### config.mk
export PLATFORM = sky130hd
export DESIGN_NAME = sdram_init
export DESIGN_NICKNAME = d
export VERILOG_FILES = /design/src/source/sdram_cmd_pkg.sv /design/src/source/sdram_init.sv
export VERILOG_INCLUDE_DIRS = /design/src /design/src/source
export SDC_FILE = /design/constraint.sdc
export NUM_CORES = 1
export LEC_CHECK = 0
export BUFFER_PORTS_ARGS = -buffer_cell sky130_fd_sc_hd__clkbuf_2
export CORE_AREA = 2 2 39 41
export DETAILED_ROUTE_END_ITERATION = 12
export DIE_AREA = 0 0 41 43
export PLACE_DENSITY_LB_ADDON = 0.12
export REMOVE_ABC_BUFFERS = 1
export SYNTH_ARGS = -nofsm -noshare
export SYNTH_HDL_FRONTEND = slang
export SYNTH_SLANG_ARGS = --single-unit
### constraint.sdc
create_clock -name clk -period 2 [get_ports clk]
set_clock_uncertainty 0.1 [all_clocks]
set_input_delay 0.2 -clock clk [delete_from_list [all_inputs] [get_ports clk]]
set_output_delay 0.2 -clock clk [all_outputs]
set_load 0.005 [all_outputs]
### src/source/sdram_config.svh
// SDRAM controller parameters
`ifndef SDRAM_CONFIG_SVH
`define SDRAM_CONFIG_SVH

// request word address, row bits above column bits
`define SDRAM_AW        22

// device timing in clock cycles
`define SDRAM_CL        2
`define SDRAM_TRCD      2
`define SDRAM_TRP       2
`define SDRAM_TRFC      7

// power-up wait, short for simulation
`define SDRAM_INIT_WAIT 100

// burst of 2, sequential, CAS latency 2
`define SDRAM_MODE      13'h021

`endif

### src/source/sdram_cmd_pkg.sv
// SDRAM device side types
`default_nettype none

package sdram_cmd_pkg;

    // bits are /CS /RAS /CAS /WE
    typedef enum logic [3:0] {
        LOAD_MODE = 4'b0000,
        REFRESH   = 4'b0001,
        PRECHARGE = 4'b0010,
        ACTIVE    = 4'b0011,
        WRITE     = 4'b0100,
        READ      = 4'b0101,
        STOP      = 4'b0110, // burst terminate
        NOP       = 4'b0111,
        INHIBIT   = 4'b1000
    } sdram_cmd_t;

    typedef logic [12:0] sdram_a_t;
    typedef logic [1:0]  sdram_ba_t;
    typedef logic [15:0] sdram_dq_t;

endpackage

`default_nettype wire

### src/source/sdram_init.sv
// power-up command sequencer
`default_nettype none
`include "sdram_config.svh"

module sdram_init
    import sdram_cmd_pkg::*;
(
    input  logic       clk,
    input  logic       rst,
    output logic       init,
    output sdram_cmd_t cmd,
    output sdram_a_t   a
);
    localparam int T_PRE  = `SDRAM_INIT_WAIT;
    localparam int T_REF0 = T_PRE + `SDRAM_TRP;
    localparam int T_REF1 = T_REF0 + `SDRAM_TRFC;
    localparam int T_MODE = T_REF1 + `SDRAM_TRFC;
    localparam int T_END  = T_MODE + 3;  // mode register settles first
    localparam int CW     = $clog2(T_END + 1);

    logic [CW-1:0] cnt;

    assign init = cnt != CW'(T_END);

    always_ff @(posedge clk or posedge rst) begin
        if (rst) begin
            cnt <= '0;
        end else if (init) begin
            cnt <= cnt + 1'b1;
        end
    end

    always_comb begin
        cmd = NOP;
        a   = '0;
        if (cnt == CW'(T_PRE)) begin
            cmd   = PRECHARGE;
            a[10] = 1'b1;  // all banks
        end else if (cnt == CW'(T_REF0) || cnt == CW'(T_REF1)) begin
            cmd = REFRESH;
        end else if (cnt == CW'(T_MODE)) begin
            cmd = LOAD_MODE;
            a   = `SDRAM_MODE;
        end
    end

endmodule

`default_nettype wire

==> results of run 1 <==
-- logic make-up (layout without fill, tap and decap cells) --
kind of cell,after synthesis,count (layout)
buf+inv,17,18
flops,7,7
simple gates,17,17
xor+xnor,5,5
fa+ha+maj,4,4
compound gates,2,2
other cells,1,11
mux,3,3
-- critical path, stage by stage (launching register included) --
cell      delay, ns
dfrtp_1        0.44
ha_1           0.26
nand3_2        0.13
nor3b_4        0.28
inv_1          0.07
clkbuf_2       0.11
-- worst paths after layout --
kind / startpoint / to / slack, ns / depth (start not counted)
max: cnt[0] / init / 0.15 / 5
min: rst / cnt[0] / 0.31 / 3
max in group asynchronous: rst / cnt[5] / 1.26 / 3
min in group clk: cnt[6] / cnt[6] / 0.41 / 1
min reg2reg: cnt[6] / cnt[6] / 0.41 / 1
max reg2reg: cnt[0] / cnt[1] / 0.35 / 4
-- layout make-up --
class | instances | area (sq um)
inverters | 5 | 18.8
flip-flops and latches | 7 | 175
well taps | 16 | 20.0
fillers | 145 | 812
multi-input cells | 42 | 282
clock buffers | 4 | 26.3
repair buffers | 9 | 50.0
-- synthesized netlist by cell type, drive strengths merged, types with 2 or more instances --
master	n
mux2i	2
dfrtp	7
nor2	8
nand3	3
xnor2	2
inv	5
ha	4
xor2	3
nand2	2
buf	12
-- metal layers --
layer | GRT usage [%] | share of wire [%]
met5 | 0 | 0
met4 | 11.3 | 4.3
met3 | 1.57 | 5.8
met2 | 16.6 | 45
met1 | 17.3 | 45
-- metrics by stage --
stage               std cells  instance area (sq um)  setup WS [ns]  total power [mW]
floorplan                  54                    475          0.480             0.151
global placement           78                    536          0.372             0.153
detailed placement         78                    536          0.366             0.153
CTS                        83                    572          0.149             0.284
global route               83                    572         0.0381             0.298
finish                     83                    572          0.151             0.285
-- power by group through the flow --
stage,registers (mW),logic (mW),clock network [mW]
final,0.142,0.0102,0.133
after global routing,0.142,0.0134,0.143
after CTS,0.142,0.00986,0.132
after detailed placement,0.144,0.00831,0
after global placement,0.144,0.00834,0
after floorplan,0.144,0.00669,0
-- repair_timing --
action / 4_1_cts / 5_1_grt
endpoints found under the hold margin: 7 / 0
hold buffers: 1 / 0
buffers inserted: 0 / 0
==> flow_metrics.tcl, run 1 <==
set metrics [dict create \
    status "complete, no violations" \
    cts.sinks 7 \
    p_sw_uw 64.8 \
    final_util_pct 41.3 \
    antenna_found_initial 0 \
    drc 0 \
    vias 365 \
    reg.largest.list "cnt (7)" \
    synth_top_area_share_pct 33.2 \
    ys.flop_type "dfrtp_1" \
    power_density_nw_per_um2 498 \
    rsz0062_at_grt "false" \
    crit_fanout 5 \
    layout.nets 74 \
    yosysWarnings 0 \
    grt_pass1_wl_um 1490 \
    crit_path_start_kind "register" \
    ir_drop_uv 288 \
    globalRouteTotalUtil_pct 12.7 \
    grt_pass1_vias 359 \
    synth-simple-area-share_pct 18.5 \
    pwr-share-clk_pct 46.7 \
    htree_levels 1 \
    ys_ff_latch 7 \
    synth_edf_count 0 \
    worstPathArrival_ns 1.55 \
    power_frac_comb_pct 3.6 \
    critPathKind "reg -> out" \
    ys_types 19 \
    cp.required_ns 1.70 \
    hold_viol 0 \
    drtIter0Drc 4 \
    clk_latency_ns 0.26 \
    die_y_um 43 \
    slew_viol_final 0 \
    largest_reg_flops 7 \
    cts_tree "built" \
    synth_area_per_cell_sq_um 9.43 \
    setup_violations 0 \
    drive_above_1_share_pct 20.9 \
    synth_top_family_by_area "buffers and inverters" \
    grt-ovfl-total 0 \
    fmax_ghz 0.541 \
    start_util_pct 38.2 \
    cts_resized 0 \
    synth_fa_ha_area_share_pct 9.48 \
    synth_xor_area_share_pct 8.29 \
    numCtsBuffers 3 \
    synth_area_leaders "dfrtp_1 (33%), buf_4 (17%), ha_1 (9.5%)" \
    fin_setup_tns_ns 0 \
    io_pins 20 \
    p_leak_nw 0.291 \
    crit_path_end_kind "primary output" \
    synthArstFlopShare_pct 100 \
    hpwl_um 628 \
    root_buffer "clkbuf_4" \
    dieWidth_um 41 \
    area_growth_pct 8.29 \
    fp-row-count 14 \
    routed_via_density 4.40 \
    pwr-share-seq_pct 49.7 \
    path_clk_slew_ns 0.06 \
    ys_seq_area_share_pct 33.2 \
    io_buffers 8 \
    syn_inst 56 \
    layout_common_cells "conb_1 (11), nor2_1 (8), clkbuf_2 (8)" \
    routed_wl_um 866 \
    yosys-mux-area-fraction_pct 6.64 \
    fin_crit_sh_pct 92.5 \
    antennaDiodeCount 0 \
    top_register "cnt" \
    hp-class "in -> async" \
    finalCriticalPeriod_ns 1.85 \
    synth_compound_area_share_pct 2.61 \
    final_common_cell "conb_1" \
    dieArea_sq_um 1760 \
    yosysTopAreaCell "dfrtp_1" \
    cts_buffer_depth 2 \
    netlist_area_sq_um 528 \
    p_int_uw 220 \
    place_congestion 0.764 \
    grt_max_degree 8 \
    timing.hold.ws_ns 0.308 \
    final_antenna_net_count 0 \
    drv_cap 0 \
    core_area_sq_um 1380 \
    p_sw_share_pct 22.7 \
    wl_per_cell_um 10.4 \
    drt_first_pass_iters 4 \
]
No activity file was read; power rests on OpenSTA's default activity.
==> run 2: changes to the inputs <==
Settings changed: ABC_AREA set to 1.
==> run 2 against run 1 <==
Effect of this change: synthesized area increased by 10%; clock-buffer cell count is the same; fmax grew 11%; global-route usage increased by 0.93 points; sequential share of layout area decreased by 2.2 points; cell count grew 24%; critical endpoint unchanged.
==> flow_metrics.tcl, run 2 <==
set metrics [dict create \
    status "complete, no violations" \
    pwr-share-seq_pct 49.8 \
    critPathBufInv 2 \
    drt_first_pass_iters 3 \
    synth_top_family_by_area "simple AND/OR/NAND/NOR gates" \
    fmax_ghz 0.601 \
    place_congestion 0.749 \
    critPathKind "reg -> out" \
    wl_per_cell_um 9.24 \
    start_util_pct 42.1 \
    crit_path_start_kind "register" \
    cts.sinks 7 \
    endpoint "init" \
    rsz0062_at_grt "false" \
    synth_area_per_cell_sq_um 7.57 \
    dieWidth_um 41 \
    final_antenna_net_count 0 \
    dieArea_sq_um 1760 \
    synth_top_area_share_pct 30.0 \
    crit_path_end_kind "primary output" \
    path_clk_slew_ns 0.06 \
    syn_inst 77 \
    layout.nets 94 \
    critPathLaunch "cnt[1]" \
    p_sw_share_pct 22.6 \
    die_y_um 43 \
    ys_types 18 \
    io_pins 20 \
    cts_tree "built" \
    hold_viol 0 \
    yosysWarnings 0 \
    grt_pass1_wl_um 1530 \
    p_leak_nw 0.337 \
    clk_latency_ns 0.26 \
    hp-class "in -> async" \
    synth_fa_ha_area_share_pct 8.58 \
    top_register "cnt" \
    layout_common_cells "nand2_1 (20), conb_1 (11), inv_1 (9)" \
    rr_startpoint "cnt[1]" \
    hpwl_um 734 \
    cp.required_ns 1.70 \
    cts_buffer_depth 2 \
    met3_length_um 62 \
    dp.cells 98 \
    ir_drop_uv 433 \
    slew_viol_final 0 \
    synthArstFlopShare_pct 100 \
    fp-row-count 14 \
    area_growth_pct 5.58 \
    drc 0 \
    p_int_uw 220 \
    finalCriticalPeriod_ns 1.66 \
    ys_top_cells_by_count "nand2_1 (20), buf_4 (12), inv_1 (9), dfrtp_1 (7)" \
    dp_slack_ns 0.612 \
    final_common_cell "nand2_1" \
    crit_cells 5 \
    wl_met1_um 383 \
    ys_seq_area_share_pct 30.0 \
    grt_pass1_vias 382 \
    post_layout_nonfiller_instances 103 \
    routed_via_density 4.27 \
    p_sw_uw 64.2 \
    timing.hold.ws_ns 0.304 \
    ys.flop_type "dfrtp_1" \
    power_density_nw_per_um2 462 \
    ys_ff_latch 7 \
    reg2reg_depth 4 \
    wl_met2_um 491 \
    crit_fanout 6 \
    setup_violations 0 \
    grt_max_degree 8 \
    reg2reg_slack_ns 0.72 \
    synth_edf_count 0 \
    routed.top_layer "met4" \
    drv_cap 0 \
    yosysTopAreaCell "dfrtp_1" \
    io_buffers 8 \
    synth_compound_area_share_pct 4.29 \
    fin_ws_ns 0.336 \
    reg.largest.list "cnt (7)" \
    synth_most_common_cell "nand2_1" \
    vias 440 \
    path_cells "ha_1 > nand3_2 > nor2_4 > inv_2 > clkbuf_2" \
    drtIter0Drc 4 \
    synth-simple-area-share_pct 28.3 \
    synth_xor_area_share_pct 3.00 \
    path_delay_family "flip-flops" \
    worstPathArrival_ns 1.36 \
    htree_levels 1 \
    yosys-mux-area-fraction_pct 0 \
    r2r-end "cnt[0]" \
    routed_wl_um 952 \
    fin_total_pwr_uw 284 \
    synth_area_leaders "dfrtp_1 (30%), buf_4 (15%), nand2_1 (13%)" \
    fin_setup_tns_ns 0 \
    largest_reg_flops 7 \
    antenna_found_initial 0 \
    numCtsBuffers 3 \
    power_frac_comb_pct 3.6 \
    cp_slowest_cell "dfrtp_1" \
    critPathMaxStageDelay_ns 0.43 \
    antennaDiodeCount 0 \
    root_buffer "clkbuf_4" \
    netlist_area_sq_um 583 \
    cts_setup_buffers 0 \
    grt-ovfl-total 0 \
    globalRouteTotalUtil_pct 13.6 \
    pwr-share-clk_pct 46.6 \
    core_area_sq_um 1380 \
    drive_above_1_share_pct 23.0 \
    fin_crit_sh_pct 83.2 \
]
[run 2: worst min-delay path: cells and delay by family]
family / cells / cell delay, ns
buffers and inverters: 3 / 0.85
[run 2: worst min path at each step]
stage | to | slack (ns) | cells past startpoint
6_report | cnt[6] | 0.30 | 3
2_1_floorplan | cnt[0] | -0.1 | 1
3_5_place_dp | cnt[4] | 0.03 | 2
4_1_cts | cnt[6] | 0.30 | 3
3_3_place_gp | cnt[6] | 0.03 | 2
5_1_grt | cnt[3] | 0.35 | 3
[run 2: power by group through the flow]
| stage | combinational, mW | sequential, mW | clock, mW |
|---|---|---|---|
| 2_1_floorplan | 0.00669 | 0.144 | 0 |
| 3_3_place_gp | 0.00861 | 0.144 | 0 |
| 3_5_place_dp | 0.00852 | 0.144 | 0 |
| 4_1_cts | 0.0101 | 0.142 | 0.141 |
| 5_1_grt | 0.0126 | 0.142 | 0.148 |
| 6_report | 0.0102 | 0.142 | 0.132 |
[run 2: stage by stage]
| stage | cell area, sq um | util, % |
|---|---|---|
| finish | 616 | 44.5 |
| global route | 616 | 44.5 |
| CTS | 616 | 44.5 |
| detailed placement | 579 | 41.9 |
| global placement | 579 | 41.9 |
| floorplan | 519 | - |
[run 2: what timing repair did]
item	in CTS	in global routing
resized for setup	0	0
endpoints found under the hold margin	7	0
hold buffers	1	0
[run 2: area by class of cell]
| class | count | area, sq um |
|---|---|---|
| Multi-Input combinational cell | 55 | 299 |
| Sequential cell | 7 | 175 |
| Timing Repair Buffer | 9 | 50.0 |
| Clock buffer | 4 | 26.3 |
| Inverter | 12 | 45.0 |
| Fill cell | 149 | 768 |
| Tap cell | 16 | 20.0 |
[run 2: cells by family (layout without fill, tap and decap cells)]
| logic type | after synthesis | count (layout) |
|---|---|---|
| compound gates | 5 | 5 |
| xor+xnor | 2 | 2 |
| other cells | 1 | 11 |
| fa+ha+maj | 4 | 4 |
| buf+inv | 25 | 25 |
| simple gates | 33 | 33 |
| flops | 7 | 7 |
[run 2: metal layers]
layer / vias to the layer above / track usage (%)
li1: 232 / -
met1: 193 / 13.7
met2: 13 / 20.6
met3: 2 / 9.42
met4: 0 / 6.00
met5: - / 0
