<file path="src/source/sdram_config.svh">
// SDRAM controller parameters
`ifndef SDRAM_CONFIG_SVH
`define SDRAM_CONFIG_SVH

// request word address, row bits above column bits
`define SDRAM_AW        22

// device timing in clock cycles
`define SDRAM_CL        2
`define SDRAM_TRCD      2
`define SDRAM_TRP       2
`define SDRAM_TRFC      7

// power-up wait, short for simulation
`define SDRAM_INIT_WAIT 100

// burst of 2, sequential, CAS latency 2
`define SDRAM_MODE      13'h021

`endif

</file>
<file path="src/source/sdram_bank_pkg.sv">
// request side types
`default_nettype none
`include "sdram_config.svh"

package sdram_bank_pkg;

    typedef logic [`SDRAM_AW-1:0] req_addr_t; // row on top, 9-bit column below

    typedef enum logic [2:0] {
        IDLE,
        ACT_REQ,
        RCD_WAIT,
        COL_REQ,
        DATA,
        PRE_WAIT
    } bank_state_t;

    typedef logic [1:0] wmask_t; // set bit keeps that byte

endpackage

`default_nettype wire

</file>
<file path="src/source/sdram_cmd_pkg.sv">
// SDRAM device side types
`default_nettype none

package sdram_cmd_pkg;

    // bits are /CS /RAS /CAS /WE
    typedef enum logic [3:0] {
        LOAD_MODE = 4'b0000,
        REFRESH   = 4'b0001,
        PRECHARGE = 4'b0010,
        ACTIVE    = 4'b0011,
        WRITE     = 4'b0100,
        READ      = 4'b0101,
        STOP      = 4'b0110, // burst terminate
        NOP       = 4'b0111,
        INHIBIT   = 4'b1000
    } sdram_cmd_t;

    typedef logic [12:0] sdram_a_t;
    typedef logic [1:0]  sdram_ba_t;
    typedef logic [15:0] sdram_dq_t;

endpackage

`default_nettype wire

</file>
<file path="src/source/sdram_bus_if.sv">
// bank to arbiter command channel
`default_nettype none

interface sdram_bus_if
    import sdram_cmd_pkg::*;
();
    logic       br;  // bus request
    logic       bg;  // grant, same cycle as br
    sdram_cmd_t cmd;
    sdram_a_t   a;

    modport bank (
        output br,
        output cmd,
        output a,
        input  bg
    );

    modport arbiter (
        input  br,
        input  cmd,
        input  a,
        output bg
    );

endinterface

`default_nettype wire

</file>
<file path="src/source/sdram_bank.sv">
// per-bank request controller
`default_nettype none
`include "sdram_config.svh"

module sdram_bank
    import sdram_cmd_pkg::*;
    import sdram_bank_pkg::*;
(
    input  logic       clk,
    input  logic       rst,
    input  req_addr_t  addr,
    input  logic       rd,
    input  logic       wr,
    output logic       ack,
    output logic       dst,
    output logic       dok,
    output logic       rdy,
    output logic       dbusy,
    output logic       post_act,
    input  logic       data_busy,
    input  logic       act_recent,
    sdram_bus_if.bank  bus
);
    localparam int CL = `SDRAM_CL;
    localparam int PL = CL + 3;   // grant+1 up to the last read word on dout

    bank_state_t   state;
    logic [PL-1:0] pipe;          // bit k is high k+1 cycles after the column grant
    logic [3:0]    cnt;
    logic          is_wr;
    logic          granted;

    assign granted = bus.br && bus.bg;

    // request and command towards the arbiter
    always_comb begin
        bus.cmd = NOP;
        bus.a   = '0;
        bus.br  = 1'b0;
        case (state)
            ACT_REQ: begin
                bus.cmd = ACTIVE;
                bus.a   = addr[`SDRAM_AW-1 -: 13];
                // row bits reach the DQM pins, keep them off read data
                bus.br  = !act_recent && !data_busy;
            end
            COL_REQ: begin
                bus.cmd = is_wr ? WRITE : READ;
                bus.a   = {2'b00, 1'b1, 1'b0, addr[8:0]};  // A10 for auto-precharge
                bus.br  = !data_busy;
            end
            default: begin
                bus.br = 1'b0;
            end
        endcase
    end

    always_ff @(posedge clk or posedge rst) begin
        if (rst) begin
            state    <= IDLE;
            pipe     <= '0;
            cnt      <= '0;
            is_wr    <= 1'b0;
            ack      <= 1'b0;
            post_act <= 1'b0;
        end else begin
            ack      <= granted && state == COL_REQ;
            post_act <= granted && state == ACT_REQ;
            pipe     <= {pipe[PL-2:0], granted && state == COL_REQ};
            case (state)
                IDLE: begin
                    if (rd || wr) begin
                        is_wr <= wr;
                        state <= ACT_REQ;
                    end
                end
                ACT_REQ: begin
                    if (granted) begin
                        cnt   <= 4'(`SDRAM_TRCD - 2);
                        state <= RCD_WAIT;
                    end
                end
                RCD_WAIT: begin
                    if (cnt == '0) begin
                        state <= COL_REQ;
                    end else begin
                        cnt <= cnt - 1'b1;
                    end
                end
                COL_REQ: begin
                    if (granted) begin
                        state <= DATA;
                    end
                end
                DATA: begin
                    // writes also sit here, which covers write recovery
                    if (pipe[CL+1]) begin
                        cnt   <= 4'(`SDRAM_TRP - 1);
                        state <= PRE_WAIT;
                    end
                end
                PRE_WAIT: begin
                    if (cnt == '0) begin
                        state <= IDLE;
                    end else begin
                        cnt <= cnt - 1'b1;
                    end
                end
                default: begin
                    state <= IDLE;
                end
            endcase
        end
    end

    // a write has no data latency
    assign dst   = is_wr ? pipe[1] : pipe[CL];
    assign dok   = is_wr ? pipe[1] : pipe[CL+1] | pipe[CL+2];
    assign rdy   = is_wr ? pipe[1] : pipe[CL+2];
    assign dbusy = is_wr ? pipe[0] : |pipe[CL+1:0];  // command cycle to last word on dq

endmodule

`default_nettype wire

</file>
<file path="src/flat_wrapper.sv">
// flat-port wrapper written by rule: the top's interface ports become plain ports
module sdram_bank_flat import sdram_cmd_pkg::*; import sdram_bank_pkg::*;
  (clk, rst, addr, rd, wr, ack, dst, dok, rdy, dbusy, post_act, data_busy, act_recent, bus_br, bus_cmd, bus_a, bus_bg);
  sdram_bus_if bus_i ();
  input  logic clk;
  input  logic rst;
  input  req_addr_t addr;
  input  logic rd;
  input  logic wr;
  output logic ack;
  output logic dst;
  output logic dok;
  output logic rdy;
  output logic dbusy;
  output logic post_act;
  input  logic data_busy;
  input  logic act_recent;
  output wire logic [$bits(bus_i.br)-1:0] bus_br;
  output wire logic [$bits(bus_i.cmd)-1:0] bus_cmd;
  output wire logic [$bits(bus_i.a)-1:0] bus_a;
  input wire logic [$bits(bus_i.bg)-1:0] bus_bg;
  assign bus_br = bus_i.br;
  assign bus_cmd = bus_i.cmd;
  assign bus_a = bus_i.a;
  assign bus_i.bg = bus_bg;
  sdram_bank u_core (.clk(clk), .rst(rst), .addr(addr), .rd(rd), .wr(wr), .ack(ack), .dst(dst), .dok(dok), .rdy(rdy), .dbusy(dbusy), .post_act(post_act), .data_busy(data_busy), .act_recent(act_recent), .bus(bus_i));
endmodule
</file>
<file path="config.mk">
export PLATFORM = sky130hd
export DESIGN_NAME = sdram_bank_flat
export DESIGN_NICKNAME = d
export VERILOG_FILES = /design/src/source/sdram_bank_pkg.sv /design/src/source/sdram_cmd_pkg.sv /design/src/source/sdram_bus_if.sv /design/src/source/sdram_bank.sv /design/src/flat_wrapper.sv
export VERILOG_INCLUDE_DIRS = /design/src /design/src/source
export SDC_FILE = /design/constraint.sdc
export NUM_CORES = 1
export LEC_CHECK = 0
export ABC_AREA = 1
export BUFFER_PORTS_ARGS = -buffer_cell sky130_fd_sc_hd__buf_2
export CAP_MARGIN = 30
export CORE_MARGIN = 2
export CORE_UTILIZATION = 39
export DETAILED_ROUTE_END_ITERATION = 6
export PLACE_DENSITY_LB_ADDON = 0.15
export SYNTH_ARGS = -nofsm -noshare
export SYNTH_HDL_FRONTEND = slang
export SYNTH_SLANG_ARGS = --single-unit
</file>
<file path="constraint.sdc">
create_clock -name clk -period 1.2 [get_ports clk]
set_input_delay 0.18 -clock clk [delete_from_list [all_inputs] [get_ports clk]]
set_output_delay 0.18 -clock clk [all_outputs]
set_load 0.01 [all_outputs]
</file>
==> tab_implementation.tex <==
\begin{tabular}{lr}
\hline
Metric & Value \\
\hline
\multicolumn{2}{l}{\textbf{Detailed routing}} \\
Vias & 1090 \\
Antenna violation net count after detailed routing & 0 \\
Routed len/inst & $\sim$13 µm \\
First drt pass iteration count & 4 \\
Vias per inst & around 4.7 \\
Remaining routing DRC violations & 0 \\
WL final & 2910 µm \\
Count of routing violations after the opening detailed-route iteration & 26 \\
\multicolumn{2}{l}{\textbf{Synthesis}} \\
Gate count after technology mapping & between 100 and 150 \\
Mapped Avg Cell Area & 7.32 µm² \\
Yosys warning count & 0 \\
Number of library cell types mapped by synthesis & 25 \\
Netlist area before placement & about 940 µm² \\
Number of register bits inferred by synthesis & 14 \\
Nets in the synthesized netlist & 158 \\
Sequential fraction of the synthesis area & 0.374 \\
\multicolumn{2}{l}{\textbf{Layout}} \\
Area delta synth->final & 72.9\% \\
Final non-filler cell area & 1620 µm² \\
Fraction of layout instances using a drive strength above 1 & 0.591 \\
Final \#Nets & 234 \\
Number of diodes & 0 \\
Final core utilization & 0.725 \\
\multicolumn{2}{l}{\textbf{Floorplan}} \\
Die Y & 53.0 µm \\
Initial standard-cell utilization of the core & 0.420 \\
Site row count & 17 \\
Core outline area & $\sim$2200 µm² \\
Die X-Extent & 53.0 µm \\
Top Ports & 53 \\
Area of the die & $\sim$2800 µm² \\
\multicolumn{2}{l}{\textbf{Setup path}} \\
Kind of start point of the critical path & register \\
Worst path arrival time & between 1 and 1.5 ns \\
CP required & just over 1 ns \\
Delay contributed by the slowest stage of the critical path & 0.45 ns \\
Reg2Reg Launch Point & u\_core.state[2] \\
Biggest fanout along the worst timing path & 5 \\
Capturing element of the worst setup path & bus\_a[6] \\
Register-to-register setup slack & -0.29 ns \\
Worst path cell trace & nor3\_4 > buf\_6 > a22o\_1 > buf\_2 \\
R2R Path End & u\_core.state[1] \\
Worst setup path start & u\_core.state[2] \\
Depth of the worst register-to-register path & 8 \\
CP max stage cell & dfrtp\_2 \\
Class of the most critical setup path & register to output port \\
Kind of end point of the critical path & output port \\
\multicolumn{2}{l}{\textbf{Run status}} \\
Failing checks & negative setup slack \\
Run status & finished with violations \\
\multicolumn{2}{l}{\textbf{Placement}} \\
RePlAce Congestion & 0.939 \\
Number of I/O port buffers & 51 \\
Area post-placement & 1300 µm² \\
Post-DP HPWL & 1880 µm \\
\multicolumn{2}{l}{\textbf{CTS}} \\
Clock slew at reported path FFs & approximately 0.090 ns \\
CTS tree & done \\
Cell at the root of the clock tree & clkbuf\_4 \\
Clock buffers created by TritonCTS & 3 \\
Number of buffers between clock root and the deepest sink & 2 \\
Sinks on Clock Net & 14 \\
Htree depth & 1 \\
Latest clock arrival within the worst-skew pair & roughly 0.28 ns \\
\multicolumn{2}{l}{\textbf{Worst hold path}} \\
Min-Delay Path Depth & 3 \\
Worst min path class & input pin to register \\
\multicolumn{2}{l}{\textbf{STA}} \\
Number of failing setup endpoints in the final timing report & 30 \\
Transition time at the pin with the least slew margin & 0.522 ns \\
Total count of max-transition violations in the final report & 0 \\
Final period util & 1.33 \\
Final Hold Violating Endpoints & 0 \\
Setup skew after layout & 0.00458 ns \\
Final min period & 1.60 ns \\
Headroom to the max-slew limit & 0.652 \\
Highest Clock Rate & between 600 and 700 MHz \\
Worst-case setup margin in the final layout & -0.396 ns \\
Hold Slack & approximately 0.15 ns \\
Setup repair after global routing missed its margin & yes \\
\multicolumn{2}{l}{\textbf{GRT}} \\
Number of global-route vias before repair & 960 \\
Largest net degree at the start of global routing & 15 \\
Overall overflow remaining after global route & 0 \\
Total routing resource utilization after global routing & 0.201 \\
First-pass GRT wire length & 4110 µm \\
Number of antenna violations at the first check in global routing & 0 \\
\multicolumn{2}{l}{\textbf{Job}} \\
Maxcap violations & 0 \\
\multicolumn{2}{l}{\textbf{Pwr}} \\
Leakage power & between 0.9 and 1 nW \\
Highest ir drop seen on vdd & 1680 µV \\
Total power divided by cell area & 2410 nW/µm² \\
\hline
\end{tabular}
==> metal layers <==
layer  share of wire  track usage
met5               0            0
met4          0.0048       0.0470
met3           0.057       0.0621
met2            0.51        0.310
met1            0.43        0.275
==> placed cells by master, fill, tap and decap left out, drive strengths merged <==
master,Yosys,layout
nand3,11,11
o21ai,5,5
o211ai,1,1
a21oi,2,2
inv,23,23
xnor2,1,1
dfrtp,14,14
clkbuf,0,4
nand4,1,1
dlygate4sd3,0,1
nor3,1,1
buf,3,72
o21bai,3,3
conb,1,1
a22o,9,9
nand2,32,32
nor2,18,19
ha,1,1
xor2,1,1
nand3b,1,1
==> cell families (layout without fill, tap and decap cells) <==
family | Yosys count | after routing | synth area share
compound gates | 20 | 20 | 0.154
xor+xnor | 2 | 2 | 0.0187
fa+ha+maj | 1 | 1 | 0.0133
buf+inv | 26 | 100 | 0.116
flops | 14 | 14 | 0.374
other cells | 1 | 1 | 0.00400
simple gates | 64 | 65 | 0.320
==> layout make-up <==
type                       instances  area (µm²)
tap                               28        35.0
sequential                        14         354
timing repair buffer              73         475
multi-input combinational         89         621
clock buffer                       4        36.3
fill                             179         613
inverter                          23        98.8
==> stage by stage <==
stage / std cells / setup WS [ns] / setup TNS [ns] / power (mW)
after floorplan: 128 / -0.0209 / -0.178 / 1.99
after global placement: 215 / -0.132 / -2.13 / 2.59
after detailed placement: 215 / -0.157 / -2.64 / 2.62
after CTS: 228 / -0.367 / -7.77 / 3.32
after global routing: 231 / -0.488 / -10.22 / 4.20
final: 231 / -0.396 / -7.94 / 3.90
==> how the worst min path moves through the flow <==
stage / start / end
floorplan: rst / u_core.cnt[0]
global placement: rst / u_core.pipe[1]
detailed placement: rst / u_core.cnt[2]
CTS: wr / u_core.is_wr
global route: wr / u_core.is_wr
finish: wr / u_core.is_wr
==> state kept, by name (all words and copies together), names as in the netlist <==
register and cells:
u_core.cnt 4, u_core.pipe 5, u_core.is_wr 1, u_core.post_act 1
u_core.state 3
==> timing repair <==
| item | in CTS | in global routing |
|---|---|---|
| resized for setup | 22 | 35 |
| setup buffers | 6 | 5 |
| setup endpoints to repair | 30 | 31 |
| endpoints found under the hold margin | 14 | 0 |
| pin swaps | 10 | 17 |
| hold buffers | 1 | 0 |
| cloned | 2 | 0 |
==> cells in the mapped netlist (all sizes together) <==
cell type / n / share of area
o211ai: 1 / 0.0080
nor3: 1 / 0.011
nand3: 11 / 0.064
xnor2: 1 / 0.0093
ha: 1 / 0.013
conb: 1 / 0.0040
inv: 23 / 0.095
nand4: 1 / 0.013
nand2: 32 / 0.14
o21ai: 5 / 0.027
o21bai: 3 / 0.024
a22o: 9 / 0.084
nor2: 18 / 0.080
xor2: 1 / 0.0093
a21oi: 2 / 0.011
nand3b: 1 / 0.0080
buf: 3 / 0.021
dfrtp: 14 / 0.37
==> worst max-delay path: cells and delay by family (launching register included) <==
family / cells / cell delay (ns)
AO/OA/AOI/OAI: 1 / 0.13
buffers and inverters: 2 / 0.28
AND/OR/NAND/NOR: 1 / 0.26
flip-flops: 1 / 0.45
==> report_power, final <==
group / internal, mW / total, mW / leakage (nW) / switching (mW)
Combinational: 1.30 / 2.84 / 0.726 / 1.54
Clock: 0.185 / 0.341 / 0.0210 / 0.156
Sequential: 0.589 / 0.720 / 0.183 / 0.131
Total: 2.08 / 3.90 / 0.930 / 1.82
No activity file was read; power rests on OpenSTA's default activity.
